==> src/hdl/scalePkg.sv <==
`default_nettype none

package scalePkg;

    // Stream and arithmetic widths
    localparam int SAMPLE_W = 16;
    localparam int COEF_W = 16;
    localparam int PROD_W = 32;
    localparam int SHIFT_W = 4;

    // Configuration bus
    localparam int AXI_ADDR_W = 4;
    localparam int AXI_DATA_W = 32;

    // Register map, byte addresses
    localparam logic [AXI_ADDR_W-1:0] ADDR_COEF = 4'h0;
    localparam logic [AXI_ADDR_W-1:0] ADDR_OFFSET = 4'h4;
    localparam logic [AXI_ADDR_W-1:0] ADDR_SHIFT = 4'h8;

    // Unity gain so the pipeline passes samples through after reset
    localparam logic [COEF_W-1:0] COEF_RESET = 16'd1;

endpackage

`default_nettype wire

==> src/hdl/coeffRegs.sv <==
`default_nettype none

module coeffRegs (
    input  wire logic                              clk,
    input  wire logic                              rst,
    // Write address and data
    input  wire logic [scalePkg::AXI_ADDR_W-1:0]   awaddr,
    input  wire logic                              awvalid,
    output logic                                   awready,
    input  wire logic [scalePkg::AXI_DATA_W-1:0]   wdata,
    input  wire logic                              wvalid,
    output logic                                   wready,
    // Write response
    output logic      [1:0]                        bresp,
    output logic                                   bvalid,
    input  wire logic                              bready,
    // Read address and data
    input  wire logic [scalePkg::AXI_ADDR_W-1:0]   araddr,
    input  wire logic                              arvalid,
    output logic                                   arready,
    output logic      [scalePkg::AXI_DATA_W-1:0]   rdata,
    output logic      [1:0]                        rresp,
    output logic                                   rvalid,
    input  wire logic                              rready,
    // Configuration to the data path
    output logic      [scalePkg::COEF_W-1:0]       coef,
    output logic      [scalePkg::PROD_W-1:0]       offset,
    output logic      [scalePkg::SHIFT_W-1:0]      shift
);

    import scalePkg::*;

    localparam logic [1:0] RESP_OKAY = 2'b00;

    logic                  wrEn;
    logic                  rdEn;
    logic [AXI_DATA_W-1:0] readWord;

    // Address and data are taken together, one write at a time
    assign wrEn = awvalid && wvalid && !bvalid;
    assign rdEn = arvalid && !rvalid;

    assign awready = wrEn;
    assign wready = wrEn;
    assign arready = rdEn;

    assign bresp = RESP_OKAY;
    assign rresp = RESP_OKAY;

    always_ff @(posedge clk) begin
        if (rst) begin
            coef <= COEF_RESET;
            offset <= '0;
            shift <= '0;
        end else if (wrEn) begin
            // Unmapped addresses fall through and are still answered
            case (awaddr)
                ADDR_COEF: coef <= wdata[COEF_W-1:0];
                ADDR_OFFSET: offset <= wdata[PROD_W-1:0];
                ADDR_SHIFT: shift <= wdata[SHIFT_W-1:0];
                default: ;
            endcase
        end
    end

    // Write response channel
    always_ff @(posedge clk) begin
        if (rst) begin
            bvalid <= 1'b0;
        end else if (wrEn) begin
            bvalid <= 1'b1;
        end else if (bready) begin
            bvalid <= 1'b0;
        end
    end

    always_comb begin
        case (araddr)
            ADDR_COEF: readWord = {{(AXI_DATA_W-COEF_W){1'b0}}, coef};
            ADDR_OFFSET: readWord = offset;
            ADDR_SHIFT: readWord = {{(AXI_DATA_W-SHIFT_W){1'b0}}, shift};
            default: readWord = '0;
        endcase
    end

    // Read data channel, data held until the master takes it
    always_ff @(posedge clk) begin
        if (rst) begin
            rvalid <= 1'b0;
        end else if (rdEn) begin
            rvalid <= 1'b1;
        end else if (rready) begin
            rvalid <= 1'b0;
        end
    end

    always_ff @(posedge clk) begin
        if (rdEn) begin
            rdata <= readWord;
        end
    end

endmodule

`default_nettype wire

==> src/hdl/enabledShiftRegister.sv <==
`default_nettype none

module enabledShiftRegister #(
    parameter int CYCLES = 1,
    parameter int WIDTH = 1,
    parameter logic [WIDTH-1:0] RESET_VALUE = '0
) (
    input  wire logic             clk,
    input  wire logic             rst,
    input  wire logic             clkEn,
    input  wire logic [WIDTH-1:0] din,
    output logic      [WIDTH-1:0] dout
);

    generate
        if (CYCLES == 0) begin : genWire
            assign dout = din;
        end else begin : genChain
            logic [WIDTH-1:0] stages [CYCLES];

            // Whole chain moves one step per enabled cycle
            always_ff @(posedge clk) begin
                if (rst) begin
                    for (int i = 0; i < CYCLES; i++) begin
                        stages[i] <= RESET_VALUE;
                    end
                end else if (clkEn) begin
                    stages[0] <= din;
                    for (int i = 1; i < CYCLES; i++) begin
                        stages[i] <= stages[i-1];
                    end
                end
            end

            assign dout = stages[CYCLES-1];
        end
    endgenerate

endmodule

`default_nettype wire

==> src/hdl/mulStage.sv <==
`default_nettype none

module mulStage #(
    parameter int MUL_CYCLES = 3
) (
    input  wire logic                                 clk,
    input  wire logic                                 rst,
    input  wire logic                                 advance,
    input  wire logic                                 inValid,
    input  wire logic signed [scalePkg::SAMPLE_W-1:0] sample,
    input  wire logic signed [scalePkg::COEF_W-1:0]   coef,
    input  wire logic signed [scalePkg::PROD_W-1:0]   offset,
    input  wire logic        [scalePkg::SHIFT_W-1:0]  shift,
    output logic                                      outValid,
    output logic signed      [scalePkg::PROD_W-1:0]   product,
    output logic signed      [scalePkg::PROD_W-1:0]   offsetOut,
    output logic             [scalePkg::SHIFT_W-1:0]  shiftOut
);

    import scalePkg::*;

    logic                             validQ;
    logic signed [SAMPLE_W-1:0]       sampleQ;
    logic signed [COEF_W-1:0]         coefQ;
    logic signed [PROD_W-1:0]         offsetQ;
    logic        [SHIFT_W-1:0]        shiftQ;
    logic signed [PROD_W-1:0]         productNow;
    logic        [PROD_W+SHIFT_W-1:0] sideOut;

    always_ff @(posedge clk) begin
        if (rst) begin
            validQ <= 1'b0;
        end else if (advance) begin
            validQ <= inValid;
        end
    end

    // Configuration is sampled together with the sample it applies to
    always_ff @(posedge clk) begin
        if (advance) begin
            sampleQ <= sample;
            coefQ <= coef;
            offsetQ <= offset;
            shiftQ <= shift;
        end
    end

    assign productNow = sampleQ * coefQ;

    // Registers after the multiplier, free for retiming into it
    enabledShiftRegister #(.CYCLES(MUL_CYCLES), .WIDTH(PROD_W)) productDelay (
        .clk(clk), .rst(rst), .clkEn(advance), .din(productNow), .dout(product)
    );

    enabledShiftRegister #(.CYCLES(MUL_CYCLES), .WIDTH(1), .RESET_VALUE(1'b0)) validDelay (
        .clk(clk), .rst(rst), .clkEn(advance), .din(validQ), .dout(outValid)
    );

    // Offset and shift ride alongside the product
    enabledShiftRegister #(.CYCLES(MUL_CYCLES), .WIDTH(PROD_W + SHIFT_W)) sideDelay (
        .clk(clk), .rst(rst), .clkEn(advance), .din({offsetQ, shiftQ}), .dout(sideOut)
    );

    assign offsetOut = sideOut[PROD_W+SHIFT_W-1:SHIFT_W];
    assign shiftOut = sideOut[SHIFT_W-1:0];

endmodule

`default_nettype wire

==> src/hdl/roundStage.sv <==
`default_nettype none

module roundStage (
    input  wire logic                                 clk,
    input  wire logic                                 rst,
    input  wire logic                                 inValid,
    input  wire logic signed [scalePkg::PROD_W-1:0]   product,
    input  wire logic signed [scalePkg::PROD_W-1:0]   offset,
    input  wire logic        [scalePkg::SHIFT_W-1:0]  shift,
    input  wire logic                                 outReady,
    output logic                                      advance,
    output logic                                      outValid,
    output logic signed      [scalePkg::SAMPLE_W-1:0] result
);

    import scalePkg::*;

    localparam logic signed [PROD_W-1:0] SAT_MAX = PROD_W'(2 ** (SAMPLE_W - 1) - 1);
    localparam logic signed [PROD_W-1:0] SAT_MIN = -PROD_W'(2 ** (SAMPLE_W - 1));

    logic signed [PROD_W-1:0]   sum;
    logic signed [PROD_W-1:0]   halfLsb;
    logic signed [PROD_W-1:0]   shifted;
    logic signed [SAMPLE_W-1:0] saturated;

    always_comb begin
        sum = product + offset;
        // Round half up, no rounding term for a zero shift
        halfLsb = '0;
        if (shift != '0) begin
            halfLsb = PROD_W'(1) << (shift - 1'b1);
        end
        shifted = (sum + halfLsb) >>> shift;
        if (shifted > SAT_MAX) begin
            saturated = SAT_MAX[SAMPLE_W-1:0];
        end else if (shifted < SAT_MIN) begin
            saturated = SAT_MIN[SAMPLE_W-1:0];
        end else begin
            saturated = shifted[SAMPLE_W-1:0];
        end
    end

    // Single stall point for the whole pipeline
    assign advance = !outValid || outReady;

    always_ff @(posedge clk) begin
        if (rst) begin
            outValid <= 1'b0;
        end else if (advance) begin
            outValid <= inValid;
        end
    end

    always_ff @(posedge clk) begin
        if (advance) begin
            result <= saturated;
        end
    end

endmodule

`default_nettype wire

==> src/hdl/scalePipe.sv <==
`default_nettype none

module scalePipe #(
    parameter int MUL_CYCLES = 3
) (
    input  wire logic                                 clk,
    input  wire logic                                 rst,
    // AXI4-Lite configuration slave
    input  wire logic [scalePkg::AXI_ADDR_W-1:0]      awaddr,
    input  wire logic                                 awvalid,
    output logic                                      awready,
    input  wire logic [scalePkg::AXI_DATA_W-1:0]      wdata,
    input  wire logic                                 wvalid,
    output logic                                      wready,
    output logic      [1:0]                           bresp,
    output logic                                      bvalid,
    input  wire logic                                 bready,
    input  wire logic [scalePkg::AXI_ADDR_W-1:0]      araddr,
    input  wire logic                                 arvalid,
    output logic                                      arready,
    output logic      [scalePkg::AXI_DATA_W-1:0]      rdata,
    output logic      [1:0]                           rresp,
    output logic                                      rvalid,
    input  wire logic                                 rready,
    // Sample stream
    input  wire logic                                 inValid,
    input  wire logic signed [scalePkg::SAMPLE_W-1:0] inData,
    output logic                                      inReady,
    output logic                                      outValid,
    output logic signed      [scalePkg::SAMPLE_W-1:0] outData,
    input  wire logic                                 outReady
);

    import scalePkg::*;

    logic signed [COEF_W-1:0]  coef;
    logic signed [PROD_W-1:0]  offset;
    logic        [SHIFT_W-1:0] shift;
    logic                      advance;
    logic                      mulValid;
    logic signed [PROD_W-1:0]  product;
    logic signed [PROD_W-1:0]  mulOffset;
    logic        [SHIFT_W-1:0] mulShift;

    coeffRegs u_regs (
        .clk(clk), .rst(rst),
        .awaddr(awaddr), .awvalid(awvalid), .awready(awready),
        .wdata(wdata), .wvalid(wvalid), .wready(wready),
        .bresp(bresp), .bvalid(bvalid), .bready(bready),
        .araddr(araddr), .arvalid(arvalid), .arready(arready),
        .rdata(rdata), .rresp(rresp), .rvalid(rvalid), .rready(rready),
        .coef(coef), .offset(offset), .shift(shift)
    );

    mulStage #(.MUL_CYCLES(MUL_CYCLES)) u_mul (
        .clk(clk), .rst(rst), .advance(advance),
        .inValid(inValid), .sample(inData),
        .coef(coef), .offset(offset), .shift(shift),
        .outValid(mulValid), .product(product),
        .offsetOut(mulOffset), .shiftOut(mulShift)
    );

    roundStage u_round (
        .clk(clk), .rst(rst),
        .inValid(mulValid), .product(product), .offset(mulOffset), .shift(mulShift),
        .outReady(outReady), .advance(advance),
        .outValid(outValid), .result(outData)
    );

    // Input is ready whenever the pipeline moves
    assign inReady = advance;

endmodule

`default_nettype wire

==> config.mk <==
export PLATFORM = sky130hd
export DESIGN_NAME = scalePipe
export DESIGN_NICKNAME = d
export VERILOG_FILES = /design/src/hdl/scalePkg.sv /design/src/hdl/coeffRegs.sv /design/src/hdl/enabledShiftRegister.sv /design/src/hdl/mulStage.sv /design/src/hdl/roundStage.sv /design/src/hdl/scalePipe.sv
export SDC_FILE = /design/constraint.sdc
export NUM_CORES = 1
export LEC_CHECK = 0
export BUFFER_PORTS_ARGS = -buffer_cell sky130_fd_sc_hd__buf_2
export CORE_UTILIZATION = 60
export CTS_CLUSTER_SIZE = 25
export DETAILED_ROUTE_END_ITERATION = 7
export PLACE_DENSITY = 0.85
export SLEW_MARGIN = 30
export SYNTH_ARGS = -nofsm -noshare
export SYNTH_HDL_FRONTEND = slang
export SYNTH_SLANG_ARGS = --single-unit
==> constraint.sdc <==
create_clock -name clk -period 22.7 [get_ports clk]
set_input_delay 4.54 -clock clk [delete_from_list [all_inputs] [get_ports clk]]
set_output_delay 4.54 -clock clk [all_outputs]
set_load 0.03 [all_outputs]
**After elaboration in Yosys (flattened, before gate mapping)**

Memory sizes are Yosys's and may differ from the RTL's. A register that Yosys moved wholly into a read port is not among the register bits.
Cells that the tools add are included.

- $add $sub $neg: 3
- Multipliers: 1
- Reductions and logical operators: 15
- Order comparisons: 2
- Equal/unequal tests: 4
- Muxes and demuxes: 21
- Bitwise logic cells: 9
- Shift-type cells: 2

Operator list:

| cell | number |
|---|---|
| 2-to-1 mux 32 bit | 4 |
| 2-to-1 mux 36 bit | 3 |
| case mux 32 bit (3 select lines) | 1 |
| adder 32 bit | 2 |
| greater-than comparator 32 x 16 -> 1 bit (second input constant) | 1 |
| < comparator 32 x 16 -> 1 bit (second input constant) | 1 |
| multiplier 16 x 16 -> 32 bit | 1 |
| left shift 1 x 4 -> 32 bit (first input constant) | 1 |
| >>> shifter 32 x 4 -> 32 bit | 1 |
| 2-to-1 mux 16 bit | 1 |
| 2-to-1 mux 1 bit | 12 |
| bitwise OR 1 bit | 9 |
| equality test 4 x 3 -> 1 bit (second input constant) | 2 |
| equality test 4 bit (second input constant) | 2 |
| zero test 4 bit | 2 |
| AND reduction 2 bit | 3 |
| nonzero test 2 bit | 2 |
| nonzero test 4 bit | 1 |
| subtractor 4 x 1 -> 4 bit (second input constant) | 1 |
| logical AND 1 bit | 3 |
| zero test 1 bit | 3 |
| logical OR 1 bit | 1 |

- Input port bits: 65
- Output and inout bits: 59
- Register bits: 171
- Memories: 3
- Memory bits (writable): 207

Memory list:

| name | depth | width | read ports | clocked after memory_dff | wr ports | line | text |
|---|---|---|---|---|---|---|---|
| u_mul.sideDelay.genChain.stages | 3 | 36 | 3 | 0 | 3 | enabledShiftRegister.sv:19 | `logic [WIDTH-1:0] stages [CYCLES];` |
| u_mul.productDelay.genChain.stages | 3 | 32 | 3 | 0 | 3 | enabledShiftRegister.sv:19 |  |
| u_mul.validDelay.genChain.stages | 3 | 1 | 3 | 1 | 3 | enabledShiftRegister.sv:19 |  |

**Depth between registers and ports, before layout**

An unclocked memory read counts as a cell.

- Depth in word-level cells: 8
- Mapped depth: 26
- Depth with buffers taken out: 25

**By module**

A second synthesis with hierarchy kept.

- Cells, all modules: 2,665
- Area, all modules: 29,761.0 um2

By module, submodules not included:

| module | sequential area each (um2) | times used | area each (um2) | cells each |
|---|---|---|---|---|
| mulStage | 2,062.0 | 1 | 11,935.2 | 1,164 |
| roundStage | 500.5 | 1 | 5,221.3 | 670 |
| enabledShiftRegister at u_mul.sideDelay | 3,243.1 | 1 | 4,611.9 | 276 |
| enabledShiftRegister at u_mul.productDelay | 2,882.8 | 1 | 4,206.5 | 245 |
| coeffRegs | 2,042.0 | 1 | 3,663.5 | 303 |
| enabledShiftRegister at u_mul.validDelay | 90.1 | 1 | 122.6 | 7 |

**Least setup slack after synthesis**

Ideal clock, no wire load.

- Path type: input port to output port
- From: input outReady
- To: output inReady
- Data required time: 18.160 ns
- Cell stages on the path: 2
- Data arrival time: 6.448 ns
- Setup slack: 11.712 ns
- Path through: nor2b_1 > inv_1

- Cells in the longest elaborated chain, start to end: 1

Ends and longest elaborated chain:

| what | line | text |
|---|---|---|
| from (decl) | scalePipe.sv:31 | `input wire logic outReady` |
| logical OR 1 bit | roundStage.sv:44 | `assign advance = !outValid \|\| outReady;` |
| to (decl) | scalePipe.sv:28 | `output logic inReady,` |

No other way between the ends.

**Worst setup path in the final report**

Same ends and word-level chain as after synthesis.

==> flow_summary_export.csv <==
group,metric,value,unit
status,outcome,"complete, no violations",
setup_path,worst_setup_path_start_kind,"input port",
sta,min_tclk_post_route,10220,ps
die,effective_utilization_at_floorplan,60.9,%
power,power_per_cell_area,58.5,nW/um^2
final_layout,register_area,10800,um^2
final_layout,layout.nets,3077,
clocking,sink_count_of_the_clock_tree,379,
sta,drv_slew,0,
logic_synthesis,netlist-cell-type-count,90,
place,port_buffers,119,
power,p_leak,0.0128,uW
setup_path,crit_arrival,5680,ps
die,design.die.area,46900,um^2
route,detail_route.vias_per_cell,5.87,
setup_path,setup.worst_path.class,"input port to primary output",
sta,setup-tns-final,0,ps
logic_synthesis,synth_async_sr_flop_share,0,%
sta,finalSetupViolations,0,
setup_path,crit_path_top_delay_cell,"sky130_fd_sc_hd__nor2b_1",
setup_path,worst_path_dominant_cell_family,"simple AND/OR/NAND/NOR gates",
run,drv_cap,0,
power,power.ir.vdd_worst,75.8,uV
clocking,htreeDepth,2,
clocking,clkLatencyLatePin,560,ps
logic_synthesis,synth.avg_cell_area,10.9,um^2
final_layout,p_r_area_growth_vs_syn,8.36,%
die,fp.dieW,217,um
global_routing,grt_antenna_before_repair,1,
sta,setup_repair_after_global_routing_missed_its_margin,"false",
clocking,cts_hold_buffers,0,
clocking,cts-root-buf,"sky130_fd_sc_hd__clkbuf_16",
route,drtAntennaViolNets,0,
sta,skew,13.4,ps
clocking,post-cts-setup-buffers,0,
place,pre_cts_ws,12500,ps
setup_path,cp_common_cell,"sky130_fd_sc_hd__buf_2",
route,first_pass_iters,6,
die,die_h,217,um
die,boundaryPins,124,
route,vias,18983,
clocking,tritoncts,"done",
clocking,post_cts_resized,0,
sta,report.final.hold_viol_count,0,
setup_path,critical_path.cell_chain,"buf_2 > nor2b_1 > inv_4 > buf_2",
sta,finalCritPeriodShare,45.0,%
sta,relative_slew_slack,34.0,%
logic_synthesis,ys_ff_latch,379,
route,routed_wirelength,62400,um
sta,tightestPinTransition,977,ps
clocking,cts.path.max_buffers,3,
logic_synthesis,yosysWarningCount,0,
route,detail_route.wl_per_cell,19.3,um
final_layout,multi_input_area,15200,um^2
die,core_area,45400,um^2
sta,final_critical_path_setup_slack,12480,ps
global_routing,grt_pass1_vias,20239,
logic_synthesis,synthCells,2542,
sta,fin_hold_ws,457,ps
sta,fmax,97.9,MHz
global_routing,track_usage,27.8,%
logic_synthesis,ys.flop_type,"sky130_fd_sc_hd__edfxtp_1",
final_layout,filler_cell_count,3245,
global_routing,first_pass_grt_wire_length,103000,um
setup_path,critical_path_buf_inv_count,3,
route,drt_iter0_drc,1515,
route,drc,0,
logic_synthesis,synth_enable_flop_cells,323,
logic_synthesis,ys_seq_area_share,39.2,%
final_layout,drive_above_1_share,9.84,%
worst_hold_path,holdCritPathClass,"register to register",
die,std_cell_rows,78,
power,post-layout-total-power,1750,uW
clocking,path_clk_slew,60,ps
global_routing,maximum_number_of_pins_on_one_net_before_global_route_repair,111,
setup_path,cp-end-kind,"primary output",
place,globalplace.congestion,0.896,
setup_path,worstPathMaxFanout,5,
final_layout,postLayoutCoreUtil,66.0,%
global_routing,overflow,0,
clocking,numCtsBuffers,37,
setup_path,slowest_delay,580,ps
setup_path,timing.critical_path.required,18160,ps
logic_synthesis,synth.cell_area,27600,um^2
place,hpwl,45000,um
[cell type report]
type                            count  area share (%)
Clock buffer                       47            3.43
Multi-Input combinational cell   1742            50.8
Inverter                          306            3.84
Timing Repair Buffer              140            2.65
Sequential cell                   379            36.1
Tap cell                          600            2.51
Antenna cell                        2          0.0167
Clock inverter                     18           0.606
[logic make-up (layout without fill, tap and decap cells)]
group	count (synthesis)	in the layout	synth area share (%)
XOR/XNOR	61	61	1.93
AND/OR/NAND/NOR	843	843	15.4
buffers and inverters	425	511	6.00
adder cells (fa/ha/maj)	406	406	26.0
other	1	7	0.0136
multiplexers	63	63	2.43
flip-flops	379	379	39.2
AO/OA/AOI/OAI	364	364	9.09
[per-stage QoR]
step	area (um^2)	cells
final	29900	3234
after global routing	29900	3232
after CTS	29900	3231
after detailed placement	28700	3166
after global placement	28700	3165
after floorplan	27600	2546
[cells in the mapped netlist (all sizes together) (12+ instances only)]
cell,number,area share (%)
edfxtp,323,35
clkbuf,92,1.2
a211oi,19,0.55
mux2,12,0.49
a22o,14,0.44
o211ai,15,0.49
inv,304,4.1
buf,27,0.59
o31ai,14,0.43
nand4,12,0.29
nand3,20,0.36
ha,127,5.8
dfxtp,56,4.1
mux2i,49,1.8
xnor2,43,1.4
xor2,18,0.57
a31oi,15,0.34
fa,279,20
nor3,32,0.58
nor2,134,1.8
a21o,29,0.79
a21oi,111,2.0
nand2,282,3.8
o21ai,67,1.4
nand2b,19,0.43
and2,298,6.7
[sequential cells by signal, summed over array words and instances, names as in the netlist]
name	cells
u_mul.sideDelay.genChain.stages	108
u_mul.productDelay.genChain.stages	96
u_mul.offsetQ	32
u_regs.offset	32
u_regs.rdata	32
u_mul.coefQ	16
u_mul.sampleQ	16
u_regs.coef	16
u_round.result	16
u_mul.shiftQ	4
u_regs.shift	4
u_mul.validDelay.genChain.stages	3
u_mul.validQ	1
u_regs.bvalid	1
u_regs.rvalid	1
u_round.outValid	1
[layout by cell type, fill, tap and decap left out, types with 48 or more instances in the layout]
cell,netlist,routed
sky130_fd_sc_hd__a21oi_1,110,110
sky130_fd_sc_hd__and2_1,298,298
sky130_fd_sc_hd__buf_2,8,119
sky130_fd_sc_hd__dfxtp_1,56,56
sky130_fd_sc_hd__edfxtp_1,323,323
sky130_fd_sc_hd__fa_1,279,279
sky130_fd_sc_hd__ha_1,127,127
sky130_fd_sc_hd__inv_1,303,302
sky130_fd_sc_hd__mux2i_1,49,49
sky130_fd_sc_hd__nand2_1,281,281
sky130_fd_sc_hd__nor2_1,132,131
sky130_fd_sc_hd__o21ai_0,48,48
[metal layers]
| metal | track usage [%] | up-vias | part of all wire, % |
|---|---|---|---|
| li1 | - | 8628 | - |
| met1 | 35.6 | 9333 | 40 |
| met2 | 47.2 | 853 | 49 |
| met3 | 4.93 | 169 | 7.7 |
| met4 | 10.9 | 0 | 3.7 |
| met5 | 0 | - | 0 |
[worst paths after layout]
path	from	to	slack, ps	cells past startpoint
setup / recovery	outReady	inReady	12480	4
setup reg to reg	u_mul.sampleQ[10]	u_mul.productDelay.genChain.stages[0][24]	15110	23
hold reg to reg	u_regs.offset[31]	u_mul.offsetQ[31]	460	0
hold / removal	u_regs.offset[31]	u_mul.offsetQ[31]	460	0
[report_power, final]
part / internal, uW / switching [uW] / total [uW]
logic: 115 / 191 / 306
registers: 804 / 28.6 / 833
clock network: 338 / 275 / 613
(Power assumes the default switching activity.)
